<file path="src/common/tryPadPkg.sv">
// Shared constants, block map, register offsets and bus structs of the console control core
package tryPadPkg;

	// ------------------------------
	// Bus geometry
	// ------------------------------
	// Data and address width of the register bus
	localparam int lpUsiBusWidth = 32;
	// Block number field inside the bus address
	localparam int lpBlockAdrsWidth = 3;
	localparam int lpBlockLsb = 16;
	// Offset bits seen by every register block
	localparam int lpCsrActiveWidth = 8;

	// Block map
	localparam logic [lpBlockAdrsWidth-1:0] lpGpioAdrsMap = 3'd0;
	localparam logic [lpBlockAdrsWidth-1:0] lpSysTimerAdrsMap = 3'd4;

	// ------------------------------
	// Board resources
	// ------------------------------
	localparam int lpExtSwNum = 12;
	localparam int lpPllNum = 3;
	// Video 7..0, audio 10..8, ROM 15..11
	localparam int lpPadOeWidth = 16;

	// Identification
	localparam logic [15:0] lpSystemVersion = 16'h0001;
	localparam logic [31:0] lpCustomCode = "TRPD";

	// GPIO register offsets
	localparam logic [lpCsrActiveWidth-1:0] lpGpioSwStateOfs = 8'h00;
	localparam logic [lpCsrActiveWidth-1:0] lpGpioSwEdgeOfs = 8'h04;
	localparam logic [lpCsrActiveWidth-1:0] lpGpioPadOeOfs = 8'h08;
	localparam logic [lpCsrActiveWidth-1:0] lpGpioIdOfs = 8'h0C;

	// Timer register offsets
	localparam logic [lpCsrActiveWidth-1:0] lpTimCtrlOfs = 8'h00;
	localparam logic [lpCsrActiveWidth-1:0] lpTimReloadOfs = 8'h04;
	localparam logic [lpCsrActiveWidth-1:0] lpTimCountOfs = 8'h08;

	// ------------------------------
	// Bus structs
	// ------------------------------
	// Host request, Wishbone classic style
	typedef struct packed {
		logic cyc;
		logic stb;
		logic we;
		logic [lpUsiBusWidth-1:0] adr;
		logic [lpUsiBusWidth-1:0] datW;
	} usiReqT;

	// Host response
	typedef struct packed {
		logic ack;
		logic [lpUsiBusWidth-1:0] datR;
	} usiRspT;

	// Register access toward one block
	typedef struct packed {
		logic sel;
		logic we;
		logic [lpCsrActiveWidth-1:0] ofs;
		logic [lpUsiBusWidth-1:0] wd;
	} csrReqT;

endpackage

</file>
<file path="src/gpio/gpioCsr.sv">
// GPIO register block with pad output enables, switch status, press latches and ID word
module gpioCsr
(
	input logic iMCLK,
	input logic qnARST,
	input tryPadPkg::csrReqT csrReq,
	output logic [tryPadPkg::lpUsiBusWidth-1:0] csrRd,
	input logic [tryPadPkg::lpExtSwNum-1:0] pushSw,
	input logic [tryPadPkg::lpPllNum-1:0] pllLock,
	output logic [tryPadPkg::lpPadOeWidth-1:0] padOe
);

	logic [tryPadPkg::lpExtSwNum-1:0] swLevel;
	logic [tryPadPkg::lpExtSwNum-1:0] swPress;
	logic [tryPadPkg::lpExtSwNum-1:0] swEdge;
	logic [tryPadPkg::lpExtSwNum-1:0] edgeClr;
	logic [tryPadPkg::lpPllNum-1:0] pllSyncA;
	logic [tryPadPkg::lpPllNum-1:0] pllSyncB;
	logic csrWr;

	// Switch synchronizer and press detect
	switchSampler uSwitchSampler
	(
		.iMCLK (iMCLK),
		.qnARST (qnARST),
		.pushSw (pushSw),
		.swLevel (swLevel),
		.swPress (swPress)
	);

	assign csrWr = csrReq.sel & csrReq.we;
	// Write one to clear
	assign edgeClr = (csrWr && (csrReq.ofs == tryPadPkg::lpGpioSwEdgeOfs)) ?
		csrReq.wd[tryPadPkg::lpExtSwNum-1:0] : '0;

	// ------------------------------
	// Control registers
	// ------------------------------
	always_ff @(posedge iMCLK or negedge qnARST)
	begin
		if (!qnARST)
		begin
			padOe <= '0;
			swEdge <= '0;
			pllSyncA <= '0;
			pllSyncB <= '0;
		end
		else
		begin
			// Every pad starts as input
			if (csrWr && (csrReq.ofs == tryPadPkg::lpGpioPadOeOfs))
				padOe <= csrReq.wd[tryPadPkg::lpPadOeWidth-1:0];
			// New press beats a clear in the same cycle
			swEdge <= (swEdge & ~edgeClr) | swPress;
			// Lock inputs come from other clock sources
			pllSyncA <= pllLock;
			pllSyncB <= pllSyncA;
		end
	end

	// Read words
	always_comb
	begin
		case (csrReq.ofs)
			tryPadPkg::lpGpioSwStateOfs: csrRd = {13'd0, pllSyncB, 4'd0, swLevel};
			tryPadPkg::lpGpioSwEdgeOfs: csrRd = {20'd0, swEdge};
			tryPadPkg::lpGpioPadOeOfs: csrRd = {16'd0, padOe};
			tryPadPkg::lpGpioIdOfs: csrRd = {tryPadPkg::lpSystemVersion,
				tryPadPkg::lpCustomCode[15:0]};
			default: csrRd = '0;
		endcase
	end

endmodule

</file>
<file path="src/gpio/switchSampler.sv">
// Push switch synchronizer with rising-edge press detection
module switchSampler
(
	input logic iMCLK,
	input logic qnARST,
	input logic [tryPadPkg::lpExtSwNum-1:0] pushSw,
	output logic [tryPadPkg::lpExtSwNum-1:0] swLevel,
	output logic [tryPadPkg::lpExtSwNum-1:0] swPress
);

	// Two sync stages then history
	logic [tryPadPkg::lpExtSwNum-1:0] syncA;
	logic [tryPadPkg::lpExtSwNum-1:0] syncB;
	logic [tryPadPkg::lpExtSwNum-1:0] prevLevel;

	always_ff @(posedge iMCLK or negedge qnARST)
	begin
		if (!qnARST)
		begin
			syncA <= '0;
			syncB <= '0;
			prevLevel <= '0;
		end
		else
		begin
			syncA <= pushSw;
			syncB <= syncA;
			// Last cycle's level for edge detect
			prevLevel <= syncB;
		end
	end

	// Sampled level, two cycles behind the pin
	assign swLevel = syncB;
	// One-cycle pulse on a new press
	assign swPress = syncB & ~prevLevel;

endmodule

</file>
<file path="src/hdl/tryPadTop.sv">
// Control core top level joining the bus decoder, GPIO block and tick timer
module tryPadTop
(
	input logic iMCLK,
	input logic qnARST,
	input tryPadPkg::usiReqT usiReq,
	output tryPadPkg::usiRspT usiRsp,
	input logic [tryPadPkg::lpExtSwNum-1:0] pushSw,
	input logic [tryPadPkg::lpPllNum-1:0] pllLock,
	output logic [tryPadPkg::lpPadOeWidth-1:0] padOe,
	output logic tick
);

	// Decoder to block requests
	tryPadPkg::csrReqT gpioReq;
	tryPadPkg::csrReqT timReq;
	// Block read words
	logic [tryPadPkg::lpUsiBusWidth-1:0] gpioRd;
	logic [tryPadPkg::lpUsiBusWidth-1:0] timRd;

	// ------------------------------
	// Register bus
	// ------------------------------
	usiBusDecoder uUsiBusDecoder
	(
		.iMCLK (iMCLK),
		.qnARST (qnARST),
		.usiReq (usiReq),
		.usiRsp (usiRsp),
		.gpioReq (gpioReq),
		.timReq (timReq),
		.gpioRd (gpioRd),
		.timRd (timRd)
	);

	// ------------------------------
	// Register blocks
	// ------------------------------
	gpioCsr uGpioCsr
	(
		.iMCLK (iMCLK),
		.qnARST (qnARST),
		.csrReq (gpioReq),
		.csrRd (gpioRd),
		.pushSw (pushSw),
		.pllLock (pllLock),
		.padOe (padOe)
	);

	sysTickTimer uSysTickTimer
	(
		.iMCLK (iMCLK),
		.qnARST (qnARST),
		.csrReq (timReq),
		.csrRd (timRd),
		.tick (tick)
	);

endmodule

</file>
<file path="src/hdl/usiBusDecoder.sv">
// Register bus slave that picks the target block and returns its read word with ack
module usiBusDecoder
(
	input logic iMCLK,
	input logic qnARST,
	input tryPadPkg::usiReqT usiReq,
	output tryPadPkg::usiRspT usiRsp,
	output tryPadPkg::csrReqT gpioReq,
	output tryPadPkg::csrReqT timReq,
	input logic [tryPadPkg::lpUsiBusWidth-1:0] gpioRd,
	input logic [tryPadPkg::lpUsiBusWidth-1:0] timRd
);

	logic [tryPadPkg::lpBlockAdrsWidth-1:0] blockNum;
	logic [tryPadPkg::lpUsiBusWidth-1:0] rdMux;
	logic [tryPadPkg::lpUsiBusWidth-1:0] rdQ;
	logic ackQ;
	logic newReq;

	// Block field out of the address
	assign blockNum = usiReq.adr[tryPadPkg::lpBlockLsb +: tryPadPkg::lpBlockAdrsWidth];
	// New transfer only while ack is low
	assign newReq = usiReq.cyc & usiReq.stb & ~ackQ;

	// Per-block request, sel pulses only at the target
	assign gpioReq = '{sel: newReq && (blockNum == tryPadPkg::lpGpioAdrsMap),
		we: usiReq.we, ofs: usiReq.adr[tryPadPkg::lpCsrActiveWidth-1:0], wd: usiReq.datW};
	assign timReq = '{sel: newReq && (blockNum == tryPadPkg::lpSysTimerAdrsMap),
		we: usiReq.we, ofs: usiReq.adr[tryPadPkg::lpCsrActiveWidth-1:0], wd: usiReq.datW};

	// Read word select, unmapped blocks read zero
	always_comb
	begin
		case (blockNum)
			tryPadPkg::lpGpioAdrsMap: rdMux = gpioRd;
			tryPadPkg::lpSysTimerAdrsMap: rdMux = timRd;
			default: rdMux = '0;
		endcase
	end

	// One-cycle ack
	always_ff @(posedge iMCLK or negedge qnARST)
	begin
		if (!qnARST)
			ackQ <= 1'b0;
		else
			ackQ <= newReq;
	end

	// Read data captured alongside ack
	always_ff @(posedge iMCLK)
	begin
		if (newReq)
			rdQ <= rdMux;
	end

	assign usiRsp = '{ack: ackQ, datR: rdQ};

	// Host must still hold the cycle when ack arrives
	ackInCycle: assert property (@(posedge iMCLK) disable iff (!qnARST)
		ackQ |-> usiReq.cyc && usiReq.stb);
	// Ack is a single-cycle pulse
	ackOneCycle: assert property (@(posedge iMCLK) disable iff (!qnARST)
		ackQ |=> !ackQ);

endmodule

</file>
<file path="src/timer/sysTickTimer.sv">
// System tick timer with reload divider, tick counter and control registers
module sysTickTimer
(
	input logic iMCLK,
	input logic qnARST,
	input tryPadPkg::csrReqT csrReq,
	output logic [tryPadPkg::lpUsiBusWidth-1:0] csrRd,
	output logic tick
);

	logic enable;
	logic [15:0] reload;
	logic [15:0] divCnt;
	logic [tryPadPkg::lpUsiBusWidth-1:0] count;
	logic csrWr;
	logic reloadWr;
	logic countClr;

	assign csrWr = csrReq.sel & csrReq.we;
	assign reloadWr = csrWr && (csrReq.ofs == tryPadPkg::lpTimReloadOfs);
	// Any write to COUNT clears it
	assign countClr = csrWr && (csrReq.ofs == tryPadPkg::lpTimCountOfs);

	// Tick once per reload+1 cycles
	assign tick = enable && (divCnt == reload);

	always_ff @(posedge iMCLK or negedge qnARST)
	begin
		if (!qnARST)
		begin
			enable <= 1'b0;
			reload <= '0;
			divCnt <= '0;
			count <= '0;
		end
		else
		begin
			if (csrWr && (csrReq.ofs == tryPadPkg::lpTimCtrlOfs))
				enable <= csrReq.wd[0];
			if (reloadWr)
				reload <= csrReq.wd[15:0];
			// Divider restarts on a reload write, holds while disabled
			if (reloadWr || tick)
				divCnt <= '0;
			else if (enable)
				divCnt <= divCnt + 16'd1;
			if (countClr)
				count <= '0;
			else if (tick)
				count <= count + 1'b1;
		end
	end

	always_comb
	begin
		case (csrReq.ofs)
			tryPadPkg::lpTimCtrlOfs: csrRd = {31'd0, enable};
			tryPadPkg::lpTimReloadOfs: csrRd = {16'd0, reload};
			tryPadPkg::lpTimCountOfs: csrRd = count;
			default: csrRd = '0;
		endcase
	end

	// No tick while stopped
	noTickDisabled: assert property (@(posedge iMCLK) disable iff (!qnARST)
		!enable |-> !tick);

endmodule

</file>
<file path="config.mk">
export PLATFORM = sky130hd
export DESIGN_NAME = tryPadTop
export DESIGN_NICKNAME = d
export VERILOG_FILES = /design/src/common/tryPadPkg.sv /design/src/gpio/gpioCsr.sv /design/src/gpio/switchSampler.sv /design/src/hdl/tryPadTop.sv /design/src/hdl/usiBusDecoder.sv /design/src/timer/sysTickTimer.sv
export SDC_FILE = /design/constraint.sdc
export NUM_CORES = 1
export LEC_CHECK = 0
export ABC_CLOCK_PERIOD_IN_PS = 2500
export BUFFER_PORTS_ARGS = -buffer_cell sky130_fd_sc_hd__buf_2
export CAP_MARGIN = 20
export CORE_ASPECT_RATIO = 1.75
export CORE_MARGIN = 4
export CORE_UTILIZATION = 40
export CTS_CLUSTER_DIAMETER = 120
export DETAILED_ROUTE_END_ITERATION = 8
export PLACE_DENSITY_LB_ADDON = 0.2
export SLEW_MARGIN = 30
export SYNTH_ARGS = -nofsm -noshare
export SYNTH_HDL_FRONTEND = slang
export SYNTH_SLANG_ARGS = --single-unit
</file>
<file path="constraint.sdc">
create_clock -name iMCLK -period 2.5 [get_ports iMCLK]
set_clock_uncertainty 0.05 [all_clocks]
set_input_delay 0.125 -clock iMCLK [delete_from_list [all_inputs] [get_ports iMCLK]]
set_output_delay 0.125 -clock iMCLK [all_outputs]
set_load 0.01 [all_outputs]
</file>
==> summary.md <==
| Metric | Value |
|---|---|
| XOR/XNOR Fraction of Synth Area | `0.0353` |
| Sink Count | `168` |
| Outcome | `complete, no violations` |
| Initial DRC Count | `315` |
| Reg-to-reg endpoint | `uSysTickTimer.count[24]` |
| Worst hold path cell count | `2` |
| Inserted Clock Buffers | `17` |
| Post-DR wirelength/cell | `18.9 µm` |
| Hold/Removal Path Class | `in -> reg` |
| Post-synthesis adder-cell area fraction | `0.00337` |
| RSZ-0062 raised after global routing | `false` |
| H-Tree Depth | `4` |
| Number of global-route vias before repair | `5966` |
| Peak VDD IR | `0.000524 V` |
| Worst-path clk slew | `70 ps` |
| Layout Nets | `872` |
| Crit path DAT | `2240 ps` |
| CP Capture Point | `tick` |
| Pre-CTS WS | `72.9 ps` |
| CTS tree | `yes` |
| Final hold viol count | `0` |
| Root Driver | `clkbuf_16` |
| Area fraction in compound gates after synthesis | `0.116` |
| Ys async rst share | `0.810` |
| Core area | `18100 µm²` |
| Fin Setup TNS | `0 ps` |
| Longest Clk Path Bufs | `2` |
| Sequential fraction of the synthesis area | `0.587` |
| Die Ht | `188 µm` |
| Main synth FF type | `dfrtp_1` |
| Largest net degree at the start of global routing | `66` |
| Netlist Area Pre-Place | `7440 µm²` |
| Commonest cells post-synth | `136 x dfrtp_1, 44 x nand2_1, 38 x nor2_1` |
| Yosys Warn Count | `0` |
| Count of cell types in the netlist | `55` |
| Ranking of synthesized cells by area | `dfrtp_1 46%, edfxtp_1 13%, mux2_2 4.5%` |
| Post-synth EDFFs | `32` |
| Die X | `111 µm` |
| Combinational group share of total power | `0.056` |
| Cell count after synthesis | `635` |
| Multiplexer share of the synthesized area | `0.0690` |
| Max Freq | `0.415 GHz` |
| Clock latency on the worst-skew pair | `420 ps` |
| Most common cell in the synthesized netlist | `dfrtp_1` |
| Worst path required time | `2330 ps` |
| Startpoint Class | `flip-flop` |
| Initial Utilization | `0.410` |
| R2R cell count | `6` |
| RePlAce Congestion | `0.890` |
| Largest family of logic cells by synthesized area | `simple AND/OR/NAND/NOR gates` |
| Seq pwr share | `0.496` |
| Final setup violation count | `0` |
| Setup ws final | `89.8 ps` |
| Layout cells sized above 1 | `0.260` |
| Peak fanout along the critical path | `30` |
| Top cell type's share of synthesized area | `0.458` |
| Crit path from | `uSysTickTimer.reload[6]` |
| Min Tclk post-route | `2410 ps` |
| Post-Syn Area per Cell | `11.7 µm²` |
| GRT Residual Overflow | `0` |
| Sw Ratio | `0.243` |
| Clock share of power | `0.448` |
| DP HPWL | `13800 µm` |
| Final Cycle Share | `0.964` |
| Max-slew violations | `0` |
| Initial antenna violation count | `0` |
| Num rows | `65` |
| Syn Nets | `721` |
| Final ANT Viol Nets | `0` |
| Power per cell area | `627 nW/µm²` |
| Crit Path Class | `reg -> out` |
| Number of port buffers | `96` |
| # DRC | `0` |
| Internal power | `0.00442 W` |
| Slew at the pin with the worst max-slew slack | `647 ps` |
| Vias per inst | `5.69` |
| MaxCap Viol Count | `0` |
| Setup slack, reg-to-reg | `110 ps` |
| Via count | `5876` |
| WL final | `19500 µm` |
| 1st-pass router iterations | `5` |
| Psw | `0.00142 W` |
| IO Count | `134` |
| Die ar. | `20900 µm²` |
| FF+latch count, synth | `168` |
| Global Route Usage Sum | `0.186` |
| Leak Pwr | `4.00 nW` |
| First-pass GRT wire length | `31300 µm` |
| R2r startpoint | `uSysTickTimer.reload[6]` |
| Synth-to-Final Area Change | `25.2%` |
| Synth Area in Simple Gates | `0.160` |
| Slew headroom | `0.567` |
| CP Capture Type | `output port` |
| Post-synth top area cell | `dfrtp_1` |
| N_diodes | `0` |
## state kept, by name (all words and copies together) (netlist names)
signal                             count
uGpioCsr.swEdge                       12
uSysTickTimer.reload                  16
uGpioCsr.padOe                        16
uSysTickTimer.enable                   1
uSysTickTimer.count                   32
uGpioCsr.uSwitchSampler.prevLevel     12
uGpioCsr.pllSyncA                      3
uGpioCsr.pllSyncB                      3
uUsiBusDecoder.ackQ                    1
uUsiBusDecoder.rdQ                    32
uGpioCsr.uSwitchSampler.syncA         12
uSysTickTimer.divCnt                  16
uGpioCsr.uSwitchSampler.swLevel       12
## critical path, stage by stage (launching register included)
cell and delay, ps:
dfrtp_2 450, xor2_1 180, or2_0 210, or4_4 530
buf_16 190, nor2_2 110, buf_2 130
## area by class of cell
class	instances	area, µm²
Fill cell	1603	8820
Sequential cell	168	4370
Multi-Input combinational cell	418	2870
Timing Repair Buffer	164	1130
Clock buffer	18	429
Tap cell	234	293
Clock inverter	14	161
Inverter	17	63.8
## layout by cell type (no fill, tap or decap), types with 7 or more instances in the layout
cell type	n
dfrtp_1	134
buf_2	95
nand2_1	44
a21oi_1	37
nor2_1	36
buf_4	33
dlygate4sd3_1	32
edfxtp_1	32
mux2_2	30
or4_1	24
o31ai_1	23
and3_1	22
nand4_1	20
nand3_1	19
clkbuf_16	18
xor2_1	17
inv_1	17
a22o_1	16
a22oi_1	15
mux2i_1	13
xnor2_1	12
o21ai_0	9
nand2b_1	7
## worst min-delay path by stage
stage / from / end
2_1_floorplan: qnARST / uGpioCsr.padOe[0]
3_3_place_gp: qnARST / uGpioCsr.uSwitchSampler.syncA[6]
3_5_place_dp: qnARST / uGpioCsr.uSwitchSampler.syncA[6]
4_1_cts: usiReq[50] / uUsiBusDecoder.rdQ[3]
5_1_grt: usiReq[50] / uUsiBusDecoder.rdQ[3]
6_report: usiReq[50] / uUsiBusDecoder.rdQ[3]
## cell families after synthesis
family	count (synthesis)
fa+ha+maj	2
flops	168
simple gates	215
xor+xnor	30
mux	47
compound gates	124
buf+inv	49
## routing by layer
| metal | up-vias | share of wire | GRT usage |
|---|---|---|---|
| met3 | 52 | 0.036 | 0.0254 |
| met2 | 199 | 0.55 | 0.344 |
| met1 | 2952 | 0.38 | 0.212 |
| li1 | 2673 | - | - |
| met4 | 0 | 0.039 | 0.0801 |
| met5 | - | 0 | 0 |
## power by group through the flow
stage	Combinational (W)	Clock (W)	Sequential [W]
3_5_place_dp	0.000287	0	0.00295
4_1_cts	0.000327	0.00266	0.00290
5_1_grt	0.000362	0.00278	0.00290
6_report	0.000324	0.00262	0.00290
2_1_floorplan	0.000122	0	0.00295
3_3_place_gp	0.000282	0	0.00295
## metrics by stage
step / hold WS, ps / std cells / util / power, W / instance area, µm²
finish: 106 / 1033 / 0.513 / 0.00584 / 9310
global route: 103 / 1033 / 0.513 / 0.00605 / 9310
CTS: 83.1 / 1030 / 0.510 / 0.00589 / 9250
detailed placement: 120 / 966 / 0.460 / 0.00324 / 8340
global placement: 118 / 966 / 0.460 / 0.00323 / 8340
floorplan: -221 / 635 / - / 0.00307 / 7440
## repair_timing
| action | CTS | global route |
|---|---|---|
| setup buffers | 0 | 2 |
| cloned | 0 | 1 |
| pin swaps | 0 | 1 |
| resized for setup | 2 | 3 |
| setup endpoints to repair | 1 | 10 |
| hold buffers | 32 | 0 |
| hold endpoints to repair | 121 | 0 |
Power figures use the tool's default switching activity.
